**config.mk**
```make
export PLATFORM = sky130hd
export DESIGN_NAME = rp_frontend_top
export DESIGN_NICKNAME = d
export VERILOG_FILES = /design/src/rp_frontend_pkg.sv /design/src/adc_capture.sv /design/src/adc_sample_router.sv /design/src/hk_regs.sv /design/src/lane_delay.sv /design/src/rp_frontend_top.sv
export SDC_FILE = /design/constraint.sdc
export NUM_CORES = 2
export LEC_CHECK = 0
export ABC_AREA = 1
export BUFFER_PORTS_ARGS = -buffer_cell sky130_fd_sc_hd__buf_2
export CAP_MARGIN = 10
export CORE_ASPECT_RATIO = 0.5
export CORE_UTILIZATION = 50
export CTS_CLUSTER_SIZE = 14
export DETAILED_ROUTE_END_ITERATION = 16
export PLACE_DENSITY = 0.72
export SYNTH_ARGS = -nofsm -noshare
export SYNTH_HDL_FRONTEND = slang
export SYNTH_HIERARCHICAL = 1
export SYNTH_SLANG_ARGS = --single-unit
```
**constraint.sdc**
```tcl
create_clock -name clk_250 -period 1.4 [get_ports clk_250]
set_input_delay 0.21 -clock clk_250 [delete_from_list [all_inputs] [get_ports clk_250]]
set_output_delay 0.21 -clock clk_250 [all_outputs]
set_load 0.02 [all_outputs]
```
**src/rp_frontend_pkg.sv**
```systemverilog
package rp_frontend_pkg;

  //////////////////////////////////////////////////
  // sizes
  //////////////////////////////////////////////////

  localparam int NUM_CH      = 2;   // adc channels
  localparam int NUM_LANES   = 7;   // ddr lanes per channel
  localparam int SAMPLE_BITS = 14;  // raw adc word
  localparam int OUT_BITS    = 16;  // padded word towards acquisition
  localparam int TAP_BITS    = 5;
  localparam int NUM_TAPS    = 32;  // 2**TAP_BITS
  localparam int EXP_BITS    = 9;   // expansion pins per side
  localparam int LED_BITS    = 8;

  localparam logic [31:0] FRONTEND_ID = 32'h5250_4645;  // ascii "RPFE"

  //////////////////////////////////////////////////
  // types
  //////////////////////////////////////////////////

  // one ddr lane, as seen after the iddr pair
  typedef struct packed {
    logic fall;  // second phase, lands in odd sample bit
    logic rise;  // first phase, lands in even sample bit
  } lane_pair_t;

  typedef lane_pair_t [NUM_LANES-1:0] lane_bus_t;  // all lanes of one channel

  typedef logic [SAMPLE_BITS-1:0] adc_sample_t;
  typedef logic [OUT_BITS-1:0]    out_sample_t;
  typedef logic [TAP_BITS-1:0]    tap_t;
  typedef logic [31:0]            sys_addr_t;
  typedef logic [31:0]            sys_data_t;
  typedef logic [EXP_BITS-1:0]    exp_t;

  //////////////////////////////////////////////////
  // housekeeping register map
  //////////////////////////////////////////////////

  localparam sys_addr_t REG_ID        = 32'h00;
  localparam sys_addr_t REG_CTRL      = 32'h04;  // bit 0 swap enable
  localparam sys_addr_t REG_LED       = 32'h08;
  localparam sys_addr_t REG_DLY_CMD   = 32'h0C;  // write only
  localparam sys_addr_t REG_DLY_CNT   = 32'h10;  // lane 0 taps of both channels
  localparam sys_addr_t REG_EXP_P_OUT = 32'h14;
  localparam sys_addr_t REG_EXP_P_DIR = 32'h18;
  localparam sys_addr_t REG_EXP_N_OUT = 32'h1C;
  localparam sys_addr_t REG_EXP_N_DIR = 32'h20;
  localparam sys_addr_t REG_EXP_IN    = 32'h24;

  // delay command fields, mask sits in the low bits
  localparam int DLY_INC_BIT = 16;  // 1 increment, 0 decrement
  localparam int DLY_LD_BIT  = 17;  // reset tap count

endpackage

```
**src/adc_capture.sv**
```systemverilog
`timescale 1ns/1ps

// one adc channel: lane delays plus ddr regrouping
module adc_capture import rp_frontend_pkg::*; (
  input  logic                 clk_250,
  input  logic                 reset_i,
  input  lane_bus_t            lanes_i,   // iddr outputs, one pair per lane
  input  logic [NUM_LANES-1:0] ld_i,
  input  logic [NUM_LANES-1:0] ce_i,
  input  logic [NUM_LANES-1:0] inc_i,
  output adc_sample_t          sample_o,
  output tap_t                 tap0_o     // lane 0 tap for calibration
);

  lane_bus_t   lanes_dly;
  tap_t        taps [NUM_LANES];
  adc_sample_t sample_d;

  //////////////////////////////////////////////////
  // per lane delay
  //////////////////////////////////////////////////

  for (genvar gv = 0; gv < NUM_LANES; gv++)
  begin : g_lane
    lane_delay i_dly (
      .clk_250 (clk_250),
      .reset_i (reset_i),
      .lane_i  (lanes_i[gv]),
      .ld_i    (ld_i[gv]),
      .ce_i    (ce_i[gv]),
      .inc_i   (inc_i[gv]),
      .lane_o  (lanes_dly[gv]),
      .tap_o   (taps[gv])
    );
  end

  // interleave, rising phase to even bits
  always_comb
  begin
    for (int k = 0; k < NUM_LANES; k++)
    begin
      sample_d[2*k]   = lanes_dly[k].rise;
      sample_d[2*k+1] = lanes_dly[k].fall;
    end
  end

  always_ff @(posedge clk_250)
  begin
    if (reset_i)
      sample_o <= '0;
    else
      sample_o <= sample_d;  // tap + 2 cycles from the pins
  end

  assign tap0_o = taps[0];

endmodule

```
**src/adc_sample_router.sv**
```systemverilog
`timescale 1ns/1ps

// pad to 16 bits and optionally cross the two channels
module adc_sample_router import rp_frontend_pkg::*; (
  input  logic        clk_250,
  input  logic        reset_i,
  input  logic        swap_i,      // sampled at stage one
  input  adc_sample_t sample0_i,
  input  adc_sample_t sample1_i,
  output out_sample_t adc_dat0_o,
  output out_sample_t adc_dat1_o
);

  out_sample_t pad0, pad1;
  out_sample_t sw0_q, sw1_q;  // stage one

  // two zero lsbs, sample stays msb aligned
  assign pad0 = {sample0_i, 2'b00};
  assign pad1 = {sample1_i, 2'b00};

  always_ff @(posedge clk_250)
  begin
    if (reset_i)
    begin
      sw0_q <= '0;
      sw1_q <= '0;
    end
    else
    begin
      sw0_q <= swap_i ? pad1 : pad0;  // adc b -> ch a when swapped
      sw1_q <= swap_i ? pad0 : pad1;
    end
  end

  // stage two, retiming towards acquisition
  always_ff @(posedge clk_250)
  begin
    if (reset_i)
    begin
      adc_dat0_o <= '0;
      adc_dat1_o <= '0;
    end
    else
    begin
      adc_dat0_o <= sw0_q;
      adc_dat1_o <= sw1_q;
    end
  end

endmodule

```
**src/hk_regs.sv**
```systemverilog
`timescale 1ns/1ps

// housekeeping registers on the simple system bus
module hk_regs import rp_frontend_pkg::*; (
  input  logic                         clk_250,
  input  logic                         reset_i,
  // system bus
  input  sys_addr_t                    sys_addr_i,
  input  sys_data_t                    sys_wdata_i,
  input  logic                         sys_wen_i,
  input  logic                         sys_ren_i,
  output sys_data_t                    sys_rdata_o,
  output logic                         sys_ack_o,
  output logic                         sys_err_o,
  // control
  output logic                         swap_o,
  output logic [LED_BITS-1:0]          led_o,
  // idelay control with channel 0 in the low lanes
  output logic [NUM_CH*NUM_LANES-1:0]  idly_ld_o,
  output logic [NUM_CH*NUM_LANES-1:0]  idly_ce_o,
  output logic [NUM_CH*NUM_LANES-1:0]  idly_inc_o,
  input  tap_t                         tap0_ch0_i,
  input  tap_t                         tap0_ch1_i,
  // expansion connector
  input  exp_t                         exp_p_dat_i,
  input  exp_t                         exp_n_dat_i,
  output exp_t                         exp_p_dat_o,
  output exp_t                         exp_p_dir_o,  // 1 = drive pin
  output exp_t                         exp_n_dat_o,
  output exp_t                         exp_n_dir_o
);

  logic                        dly_wr;
  logic [NUM_CH*NUM_LANES-1:0] dly_mask;
  exp_t                        exp_p_meta, exp_p_sync;
  exp_t                        exp_n_meta, exp_n_sync;
  sys_data_t                   rdata_d;
  logic                        err_d;

  //////////////////////////////////////////////////
  // writable registers
  //////////////////////////////////////////////////

  always_ff @(posedge clk_250)
  begin
    if (reset_i)
    begin
      swap_o      <= 1'b1;  // channels crossed by default
      led_o       <= '0;
      exp_p_dat_o <= '0;
      exp_p_dir_o <= '0;    // all pins input
      exp_n_dat_o <= '0;
      exp_n_dir_o <= '0;
    end
    else if (sys_wen_i)
    begin
      case (sys_addr_i)
        REG_CTRL:      swap_o      <= sys_wdata_i[0];
        REG_LED:       led_o       <= sys_wdata_i[LED_BITS-1:0];
        REG_EXP_P_OUT: exp_p_dat_o <= sys_wdata_i[EXP_BITS-1:0];
        REG_EXP_P_DIR: exp_p_dir_o <= sys_wdata_i[EXP_BITS-1:0];
        REG_EXP_N_OUT: exp_n_dat_o <= sys_wdata_i[EXP_BITS-1:0];
        REG_EXP_N_DIR: exp_n_dir_o <= sys_wdata_i[EXP_BITS-1:0];
        default: ;  // nothing stored for read only or unmapped
      endcase
    end
  end

  //////////////////////////////////////////////////
  // delay command pulses
  //////////////////////////////////////////////////

  assign dly_wr   = sys_wen_i && (sys_addr_i == REG_DLY_CMD);
  assign dly_mask = sys_wdata_i[NUM_CH*NUM_LANES-1:0];

  // single cycle right after the write
  always_ff @(posedge clk_250)
  begin
    if (reset_i)
    begin
      idly_ld_o  <= '0;
      idly_ce_o  <= '0;
      idly_inc_o <= '0;
    end
    else
    begin
      idly_ld_o  <= (dly_wr && sys_wdata_i[DLY_LD_BIT]) ? dly_mask : '0;
      idly_ce_o  <= (dly_wr && !sys_wdata_i[DLY_LD_BIT]) ? dly_mask : '0;  // no step on load
      idly_inc_o <= (dly_wr && sys_wdata_i[DLY_INC_BIT]) ? dly_mask : '0;
    end
  end

  // two flop sync for the expansion pins
  always_ff @(posedge clk_250)
  begin
    exp_p_meta <= exp_p_dat_i;
    exp_n_meta <= exp_n_dat_i;
    exp_p_sync <= exp_p_meta;
    exp_n_sync <= exp_n_meta;
  end

  //////////////////////////////////////////////////
  // read decode and bus response
  //////////////////////////////////////////////////

  always_comb
  begin
    rdata_d = '0;
    err_d   = 1'b0;
    case (sys_addr_i)
      REG_ID:        rdata_d = FRONTEND_ID;
      REG_CTRL:      rdata_d = sys_data_t'(swap_o);
      REG_LED:       rdata_d = sys_data_t'(led_o);
      REG_DLY_CMD:   err_d   = sys_ren_i;  // write only so reads fault
      REG_DLY_CNT:   rdata_d = sys_data_t'({tap0_ch1_i, 3'b000, tap0_ch0_i});
      REG_EXP_P_OUT: rdata_d = sys_data_t'(exp_p_dat_o);
      REG_EXP_P_DIR: rdata_d = sys_data_t'(exp_p_dir_o);
      REG_EXP_N_OUT: rdata_d = sys_data_t'(exp_n_dat_o);
      REG_EXP_N_DIR: rdata_d = sys_data_t'(exp_n_dir_o);
      REG_EXP_IN:    rdata_d = {7'b0, exp_n_sync, 7'b0, exp_p_sync};
      default:       err_d   = 1'b1;   // unmapped
    endcase
  end

  always_ff @(posedge clk_250)
  begin
    if (reset_i)
    begin
      sys_ack_o <= 1'b0;
      sys_err_o <= 1'b0;
    end
    else
    begin
      sys_ack_o <= sys_wen_i || sys_ren_i;  // fixed one cycle response
      sys_err_o <= (sys_wen_i || sys_ren_i) && err_d;
    end
  end

  // data only meaningful together with ack
  always_ff @(posedge clk_250)
    sys_rdata_o <= sys_ren_i ? rdata_d : '0;

  // one kind of request per cycle from the master
  a_no_dual_req: assert property (
    @(posedge clk_250) disable iff (reset_i)
    !(sys_wen_i && sys_ren_i)
  );

  // ack only after a request and never overlapped by the next request
  a_ack_after_req: assert property (
    @(posedge clk_250) disable iff (reset_i)
    sys_ack_o |-> $past(sys_wen_i || sys_ren_i) && !(sys_wen_i || sys_ren_i)
  );

endmodule

```
**src/lane_delay.sv**
```systemverilog
`timescale 1ns/1ps

// behavioral tap delay for one adc lane
// stands in for the idelay primitive plus its counter
module lane_delay import rp_frontend_pkg::*; (
  input  logic       clk_250,
  input  logic       reset_i,
  input  lane_pair_t lane_i,   // rise/fall pair from the pins
  input  logic       ld_i,     // tap count back to 0
  input  logic       ce_i,     // step the tap count
  input  logic       inc_i,    // step direction
  output lane_pair_t lane_o,
  output tap_t       tap_o
);

  lane_pair_t hist_q [NUM_TAPS];  // hist_q[k] = input k+1 cycles ago
  tap_t       tap_q;

  //////////////////////////////////////////////////
  // tap counter
  //////////////////////////////////////////////////

  always_ff @(posedge clk_250)
  begin
    if (reset_i)
      tap_q <= '0;
    else if (ld_i)
      tap_q <= '0;               // load beats enable
    else if (ce_i)
    begin
      if (inc_i)
        tap_q <= tap_q + 1'b1;   // wraps 31 -> 0
      else
        tap_q <= tap_q - 1'b1;   // wraps 0 -> 31
    end
  end

  //////////////////////////////////////////////////
  // delay line
  //////////////////////////////////////////////////

  always_ff @(posedge clk_250)
  begin
    if (reset_i)
    begin
      for (int i = 0; i < NUM_TAPS; i++)
        hist_q[i] <= '0;
    end
    else
    begin
      hist_q[0] <= lane_i;
      for (int i = 1; i < NUM_TAPS; i++)
        hist_q[i] <= hist_q[i-1];  // age by one cycle
    end
  end

  // tap 0 still gives one cycle of delay
  assign lane_o = hist_q[tap_q];
  assign tap_o  = tap_q;

  // counter must stay defined, the readback path depends on it
  a_tap_known: assert property (
    @(posedge clk_250) disable iff (reset_i)
    !$isunknown(tap_o)
  );

endmodule

```
**src/rp_frontend_top.sv**
```systemverilog
`timescale 1ns/1ps

// adc front end: capture, routing and housekeeping on clk_250
module rp_frontend_top import rp_frontend_pkg::*; (
  input  logic                clk_250,
  input  logic                reset_i,
  // adc lanes after the iddr pair
  input  lane_bus_t           adc_lane0_i,
  input  lane_bus_t           adc_lane1_i,
  output out_sample_t         adc_dat0_o,
  output out_sample_t         adc_dat1_o,
  output logic [LED_BITS-1:0] led_o,
  // system bus
  input  sys_addr_t           sys_addr_i,
  input  sys_data_t           sys_wdata_i,
  input  logic                sys_wen_i,
  input  logic                sys_ren_i,
  output sys_data_t           sys_rdata_o,
  output logic                sys_ack_o,
  output logic                sys_err_o,
  // expansion connector, split into in / out / dir
  input  exp_t                exp_p_dat_i,
  input  exp_t                exp_n_dat_i,
  output exp_t                exp_p_dat_o,
  output exp_t                exp_p_dir_o,
  output exp_t                exp_n_dat_o,
  output exp_t                exp_n_dir_o
);

  logic [NUM_CH*NUM_LANES-1:0] idly_ld;
  logic [NUM_CH*NUM_LANES-1:0] idly_ce;
  logic [NUM_CH*NUM_LANES-1:0] idly_inc;
  tap_t                        tap0_ch0, tap0_ch1;
  adc_sample_t                 sample0, sample1;
  logic                        swap;

  //////////////////////////////////////////////////
  // adc capture, lanes 0..6 ch0, 7..13 ch1
  //////////////////////////////////////////////////

  adc_capture i_cap0 (
    .clk_250  (clk_250),
    .reset_i  (reset_i),
    .lanes_i  (adc_lane0_i),
    .ld_i     (idly_ld[NUM_LANES-1:0]),
    .ce_i     (idly_ce[NUM_LANES-1:0]),
    .inc_i    (idly_inc[NUM_LANES-1:0]),
    .sample_o (sample0),
    .tap0_o   (tap0_ch0)
  );

  adc_capture i_cap1 (
    .clk_250  (clk_250),
    .reset_i  (reset_i),
    .lanes_i  (adc_lane1_i),
    .ld_i     (idly_ld[2*NUM_LANES-1:NUM_LANES]),
    .ce_i     (idly_ce[2*NUM_LANES-1:NUM_LANES]),
    .inc_i    (idly_inc[2*NUM_LANES-1:NUM_LANES]),
    .sample_o (sample1),
    .tap0_o   (tap0_ch1)
  );

  adc_sample_router i_route (
    .clk_250    (clk_250),
    .reset_i    (reset_i),
    .swap_i     (swap),
    .sample0_i  (sample0),
    .sample1_i  (sample1),
    .adc_dat0_o (adc_dat0_o),
    .adc_dat1_o (adc_dat1_o)
  );

  //////////////////////////////////////////////////
  // housekeeping
  //////////////////////////////////////////////////

  hk_regs i_hk (
    .clk_250     (clk_250),
    .reset_i     (reset_i),
    .sys_addr_i  (sys_addr_i),
    .sys_wdata_i (sys_wdata_i),
    .sys_wen_i   (sys_wen_i),
    .sys_ren_i   (sys_ren_i),
    .sys_rdata_o (sys_rdata_o),
    .sys_ack_o   (sys_ack_o),
    .sys_err_o   (sys_err_o),
    .swap_o      (swap),
    .led_o       (led_o),
    .idly_ld_o   (idly_ld),
    .idly_ce_o   (idly_ce),
    .idly_inc_o  (idly_inc),
    .tap0_ch0_i  (tap0_ch0),
    .tap0_ch1_i  (tap0_ch1),
    .exp_p_dat_i (exp_p_dat_i),
    .exp_n_dat_i (exp_n_dat_i),
    .exp_p_dat_o (exp_p_dat_o),
    .exp_p_dir_o (exp_p_dir_o),
    .exp_n_dat_o (exp_n_dat_o),
    .exp_n_dir_o (exp_n_dir_o)
  );

endmodule

```
Word-level counts from Yosys, hierarchy flattened
Memories as Yosys holds them, arrays and structs flattened. A register that Yosys moved wholly into a read port is not among the register bits.
Index checks and enable logic that the tools add are counted.
{"block": "word_totals", "mem_count": 14, "input_bits": 114, "latch_bits": 0, "mem_bits_ro": 0, "regBits": 291, "ramBits": 896}
{"block": "op_classes", "order_cmp": 0, "reduce_logical": 32, "shift": 0, "n_mul": 0, "muxes": 469, "bitwise_logic": 451, "n_eq_ne": 9, "n_div": 0, "add_sub_neg": 28}
{"memory": "i_cap0.g_lane[0].i_dly.hist_q", "depth": 32, "width": 2, "read_ports": 32, "rd_ports_with_merged_regs": 1, "wr": 32, "line": "lane_delay.sv:16", "text": "lane_pair_t hist_q [NUM_TAPS];"}
{"memory": "i_cap0.g_lane[1].i_dly.hist_q", "depth": 32, "width": 2, "read_ports": 32, "rd_ports_with_merged_regs": 1, "wr": 32, "line": "lane_delay.sv:16"}
{"memory": "i_cap0.g_lane[2].i_dly.hist_q", "depth": 32, "width": 2, "read_ports": 32, "rd_ports_with_merged_regs": 1, "wr": 32, "line": "lane_delay.sv:16"}
{"memory": "i_cap0.g_lane[3].i_dly.hist_q", "depth": 32, "width": 2, "read_ports": 32, "rd_ports_with_merged_regs": 1, "wr": 32, "line": "lane_delay.sv:16"}
{"memory": "i_cap0.g_lane[4].i_dly.hist_q", "depth": 32, "width": 2, "read_ports": 32, "rd_ports_with_merged_regs": 1, "wr": 32, "line": "lane_delay.sv:16"}
{"memory": "i_cap0.g_lane[5].i_dly.hist_q", "depth": 32, "width": 2, "read_ports": 32, "rd_ports_with_merged_regs": 1, "wr": 32, "line": "lane_delay.sv:16"}
{"memory": "+8 memories"}
{"op": "2-bit two-way mux", "count": 448}
{"op": "1-bit OR", "count": 448}
{"op": "31-bit one-hot mux with 9 select lines", "count": 1}
{"op": "32-bit by 5-bit equality test with 1-bit output, second input constant", "count": 4}
{"op": "5-bit by 1-bit adder with 5-bit output, second input constant", "count": 14}
{"op": "5-bit two-way mux", "count": 14}
{"op": "5-bit by 1-bit subtractor with 5-bit output, second input constant", "count": 14}
{"op": "32-bit by 4-bit equality test with 1-bit output, second input constant", "count": 2}
{"op": "32-bit by 6-bit equality test with 1-bit output, second input constant", "count": 2}
{"op": "2-bit OR reduction", "count": 17}
{"op": "32-bit by 3-bit equality test with 1-bit output, second input constant", "count": 1}
{"op": "32-bit zero test", "count": 1}
{"op": "16-bit two-way mux", "count": 2}
{"op": "2-bit AND reduction", "count": 6}
{"op": "9-bit OR reduction", "count": 1}
{"op": "1-bit logical AND", "count": 5}
{"op": "1-bit two-way mux", "count": 3}
{"op": "1-bit NOT", "count": 3}
{"op": "1-bit one-hot mux with 2 select lines", "count": 1}
{"op": "1-bit zero test", "count": 1}
{"op": "1-bit logical OR", "count": 1}

Longest topological paths before layout
{"block": "depth", "word_depth": 5, "mapped_depth": 13, "ltp_nobuf": 11}

Modules after synthesis
The synthesis kept the hierarchy.
{"module": "lane_delay (i_cap0.g_lane[0].i_dly ...)", "area_each_um2": 2971.6, "instances": 13, "cells_per_inst": 404, "seq_area_each_um2": 1481.4}
{"module": "hk_regs", "area_each_um2": 5193.7, "instances": 1, "cells_per_inst": 627, "seq_area_each_um2": 2962.8}
{"module": "lane_delay (i_cap1.g_lane[6].i_dly)", "area_each_um2": 3007.9, "instances": 1, "cells_per_inst": 404, "seq_area_each_um2": 1481.4}
{"module": "adc_sample_router", "area_each_um2": 1990.7, "instances": 1, "cells_per_inst": 269, "seq_area_each_um2": 1121.1}
{"module": "adc_capture", "area_each_um2": 396.6, "instances": 2, "cells_per_inst": 43, "seq_area_each_um2": 280.3}

Least setup slack after synthesis
Ideal clock, no wire load.
{"block": "synth_path", "path_type": "input port to flip-flop", "startpoint": "in sys_addr_i[11]", "endpoint": "reg i_hk.exp_p_dat_o[7]", "stages": 10, "path_buffers": 1, "t_required_ps": 1320, "arrival_time_ps": 1371, "setup_time_ps": 80, "setup_slack_ps": -50, "cell_sequence": "nor2_1 nand2_1 inv_1 nand2_1 nor2_1 nand2_1 nor2_4 buf_6 nor2_1 a211oi_2"}
{"block": "synth_via", "elab_chain_len": 2}
{"item": "from (decl)", "line": "rp_frontend_top.sv:14", "text": "input sys_addr_t sys_addr_i,"}
{"item": "32-bit by 5-bit equality test with 1-bit output", "line": "hk_regs.sv:57", "text": "case (sys_addr_i)"}
{"item": "2-bit AND reduction (no source line)"}
{"item": "to (signal assigned)", "line": "hk_regs.sv:60", "text": "REG_EXP_P_OUT: exp_p_dat_o <= sys_wdata_i[EXP_BITS-1:0];"}
{"item": "to (decl)", "line": "hk_regs.sv:27", "text": "output exp_t exp_p_dat_o,"}
Every way passes these cells.
A chain may end at the register's enable or synchronous reset.

==> results.yml <==
global_route:
  grt_max_degree: 105
  grt_pass1_wl_um: 178700
  antenna_found_initial: 3
  gr-total-overflow: 0
  grt_pass1_vias: 36700
  grtUsageTotal_pct: 21.37
setup_path:
  cp-start-kind: "flip-flop"
  r2r-end: "i_cap0/sample_o[1]"
  path_max_fanout: 8
  reg2reg_slack_ps: -70
  r2r_cells: 12
  cp-end-kind: "flip-flop"
  arrival_ps: 2110
  cp.required_ps: 2040
  path_class: "flip-flop to flip-flop"
route:
  drtIter0Drc: 2925
  wl_um: 115600
  drt_pre_antenna_iters: 6
  routed_via_density: 4.738
  drt-wirelength-per-cell_um: 13.59
  ant_nets: 0
  drc_errors: 0
  vias: 40300
hold_path:
  hp-class: "input port to flip-flop"
  whs_path_depth: 7
  holdPathEnd: "i_hk/sys_rdata_o[28]"
  hp-start: "sys_addr_i[7]"
final_layout:
  nets: 7278
  fin_cells: 8507
  syn_to_final_growth_pct: 25.51
  drive_gt1_share_pct: 23.58
  final_area_um2: 62270
placement:
  dp.cells: 8122
  io_buffers: 197
  hpwl_um: 67560
  place_congestion: 0.9311
  dpl_cell_area_um2: 52640
die:
  die_h_um: 224.7
  initial_core_util_pct: 50.63
  ios: 224
  rows: 81
  die_area_um2: 100600
  die_w_um: 447.5
  coreArea_um2: 98000
logic_synthesis:
  synth.area.top_cells: "dfxtp_1, nand2_1, nor2_1"
  syn_area_per_cell_um2: 7.475
  synth_most_common_cell: "nand2_1"
  syn_inst: 6638
  synth_flop_cell: "dfxtp_1"
  synth.distinct_cells: 37
  synth_edf_count: 0
  yosysWarnings: 6
  netlist_area_um2: 49620
  synth-seq-area-share_pct: 51.16
  synth-seq-cells: 1268
  synth_top_cell_area_share_pct: 51.16
  async_flop_share_pct: 0
  yosys-top-cells-count: "nand2_1, dfxtp_1, nor2_1"
  synth.largest_area_cell: "dfxtp_1"
timing:
  maxSlewViolCount: 0
  finalHoldViolations: 0
  timing.hold.ws_ps: 99.93
  fin_crit_ps: 1468
  tightest_slew_ps: 527.7
  fin_skew_ps: 24.15
  setup_violations: 60
  period_share_pct: 104.9
  max_freq_ghz: 0.6810
  rsz0062_at_grt: "true"
  max_slew_margin_pct: 64.78
  setup_slack_ps: -68.50
pwr:
  ir_drop_uv: 1014
  cellPowerDensity_nw_per_um2: 1089
  power_mw: 67.80
  p_leak_nw: 26.36
outcome:
  violations: "negative setup slack"
  status: "finished with violations"
clock_tree:
  clk_latency_ps: 720
  path_clk_slew_ps: 70
  cts_buffers: 109
  cts_tree: "yes"
  htreeDepth: 3
  cts_buffer_depth: 3
  root_buffer: "clkbuf_16"
  cts.sinks: 1268
flow_run:
  max_cap_viol_count: 0
[area by class of cell]
class / instances / area, um^2
repair buffers: 641 / 6864
diodes: 3 / 7.507
well taps: 1328 / 1662
fillers: 7866 / 35730
clock buffers: 158 / 3183
repair inverters: 21 / 304.0
inverters: 1190 / 4860
clock inverters: 21 / 256.5
flip-flops and latches: 1268 / 25660
multi-input cells: 3877 / 19480
[critical path: stages, from the launching register on]
cell and delay (ps):
dfxtp_4 370, clkbuf_16 190, inv_6 120, nand2_1 60, nand3_1 100, nand3_2 80
nand2_2 80, nand2_2 50, nand2_1 70, nand2_1 50, nand2_1 60, inv_1 40
nor2_2 130
[cell usage in the layout, fill, tap and decap left out, types with 87 or more instances in the layout]
master / synthesis / routed
nand3_2: 4 / 241
nand2_2: 153 / 367
nand3_1: 765 / 528
nand2_1: 1424 / 1185
buf_2: 46 / 96
inv_1: 1159 / 1130
dfxtp_2: 0 / 87
clkbuf_16: 0 / 133
dfxtp_1: 1268 / 1137
buf_4: 21 / 225
nor2_1: 1205 / 1194
buf_6: 98 / 126
[per-layer routing]
layer	GRT usage, %	part of all wire [%]	vias up
met5	0	0.019	-
met4	8.529	3.4	4
met3	3.519	4.7	250
met2	34.52	47	842
met1	28.52	45	18610
li1	-	-	20590
[registers in the layout, summed over array words and instances (netlist names), 23 cells and up, named ones only]
signal / flops
i_cap1/g_lane.i_dly/tap_o: 35
i_cap0/g_lane.i_dly/hist_q: 448
i_cap0/g_lane.i_dly/tap_o: 35
i_hk/sys_rdata_o: 23
i_cap1/g_lane.i_dly/hist_q: 448
[power breakdown]
part	leakage, nW	internal, mW	switching, mW
Sequential	10.3	36.2	0.155
Clock	1.70	16.3	13.4
Combinational	14.3	0.667	1.10
Total	26.4	53.2	14.6
[logic make-up (layout without fill, tap and decap cells)]
logic type      count (synthesis)  in the layout  synth area share [%]
compound gates                182            182                 2.007
xor+xnor                       28             28                0.4943
fa+ha+maj                      56             56                 1.624
buf+inv                      1501           2031                 14.37
flops                        1268           1268                 51.16
other cells                     2             13               0.01514
simple gates                 3601           3601                 30.33
[repair_timing]
item / 4_1_cts / 5_1_grt
endpoints found under the setup margin: 197 / 197
pin swaps: 71 / 418
cloned: 12 / 39
buffers inserted: 51 / 31
hold buffers: 71 / 0
endpoints found under the hold margin: 238 / 0
gates resized for setup: 478 / 672
[metrics by stage]
step,setup TNS (ps),worst slack [ps],util (%)
after floorplan,-513.2,-30.19,-
after global placement,-28210,-284.5,53.71
after detailed placement,-32080,-321.0,53.71
after CTS,-3513,-76.58,59.91
after global routing,-7758,-164.6,63.54
final,-1289,-68.50,63.54
[worst max-delay path by stage]
| stage | startpoint | end | slack, ps | cells after the start |
|---|---|---|---|---|
| final | flip-flop | i_cap0/sample_o[1] | -70 | 12 |
| after global routing | flip-flop | i_cap1/sample_o[0] | -160 | 12 |
| after CTS | i_hk/led_o[7] | led_o[7] | -80 | 1 |
| after detailed placement | sys_addr_i[0] | i_hk/sys_rdata_o[2] | -320 | 12 |
| after global placement | sys_addr_i[0] | i_hk/sys_rdata_o[7] | -280 | 12 |
| after floorplan | sys_addr_i[24] | i_hk/idly_inc_o[7] | -30 | 10 |
Power figures use the tool's default switching activity.
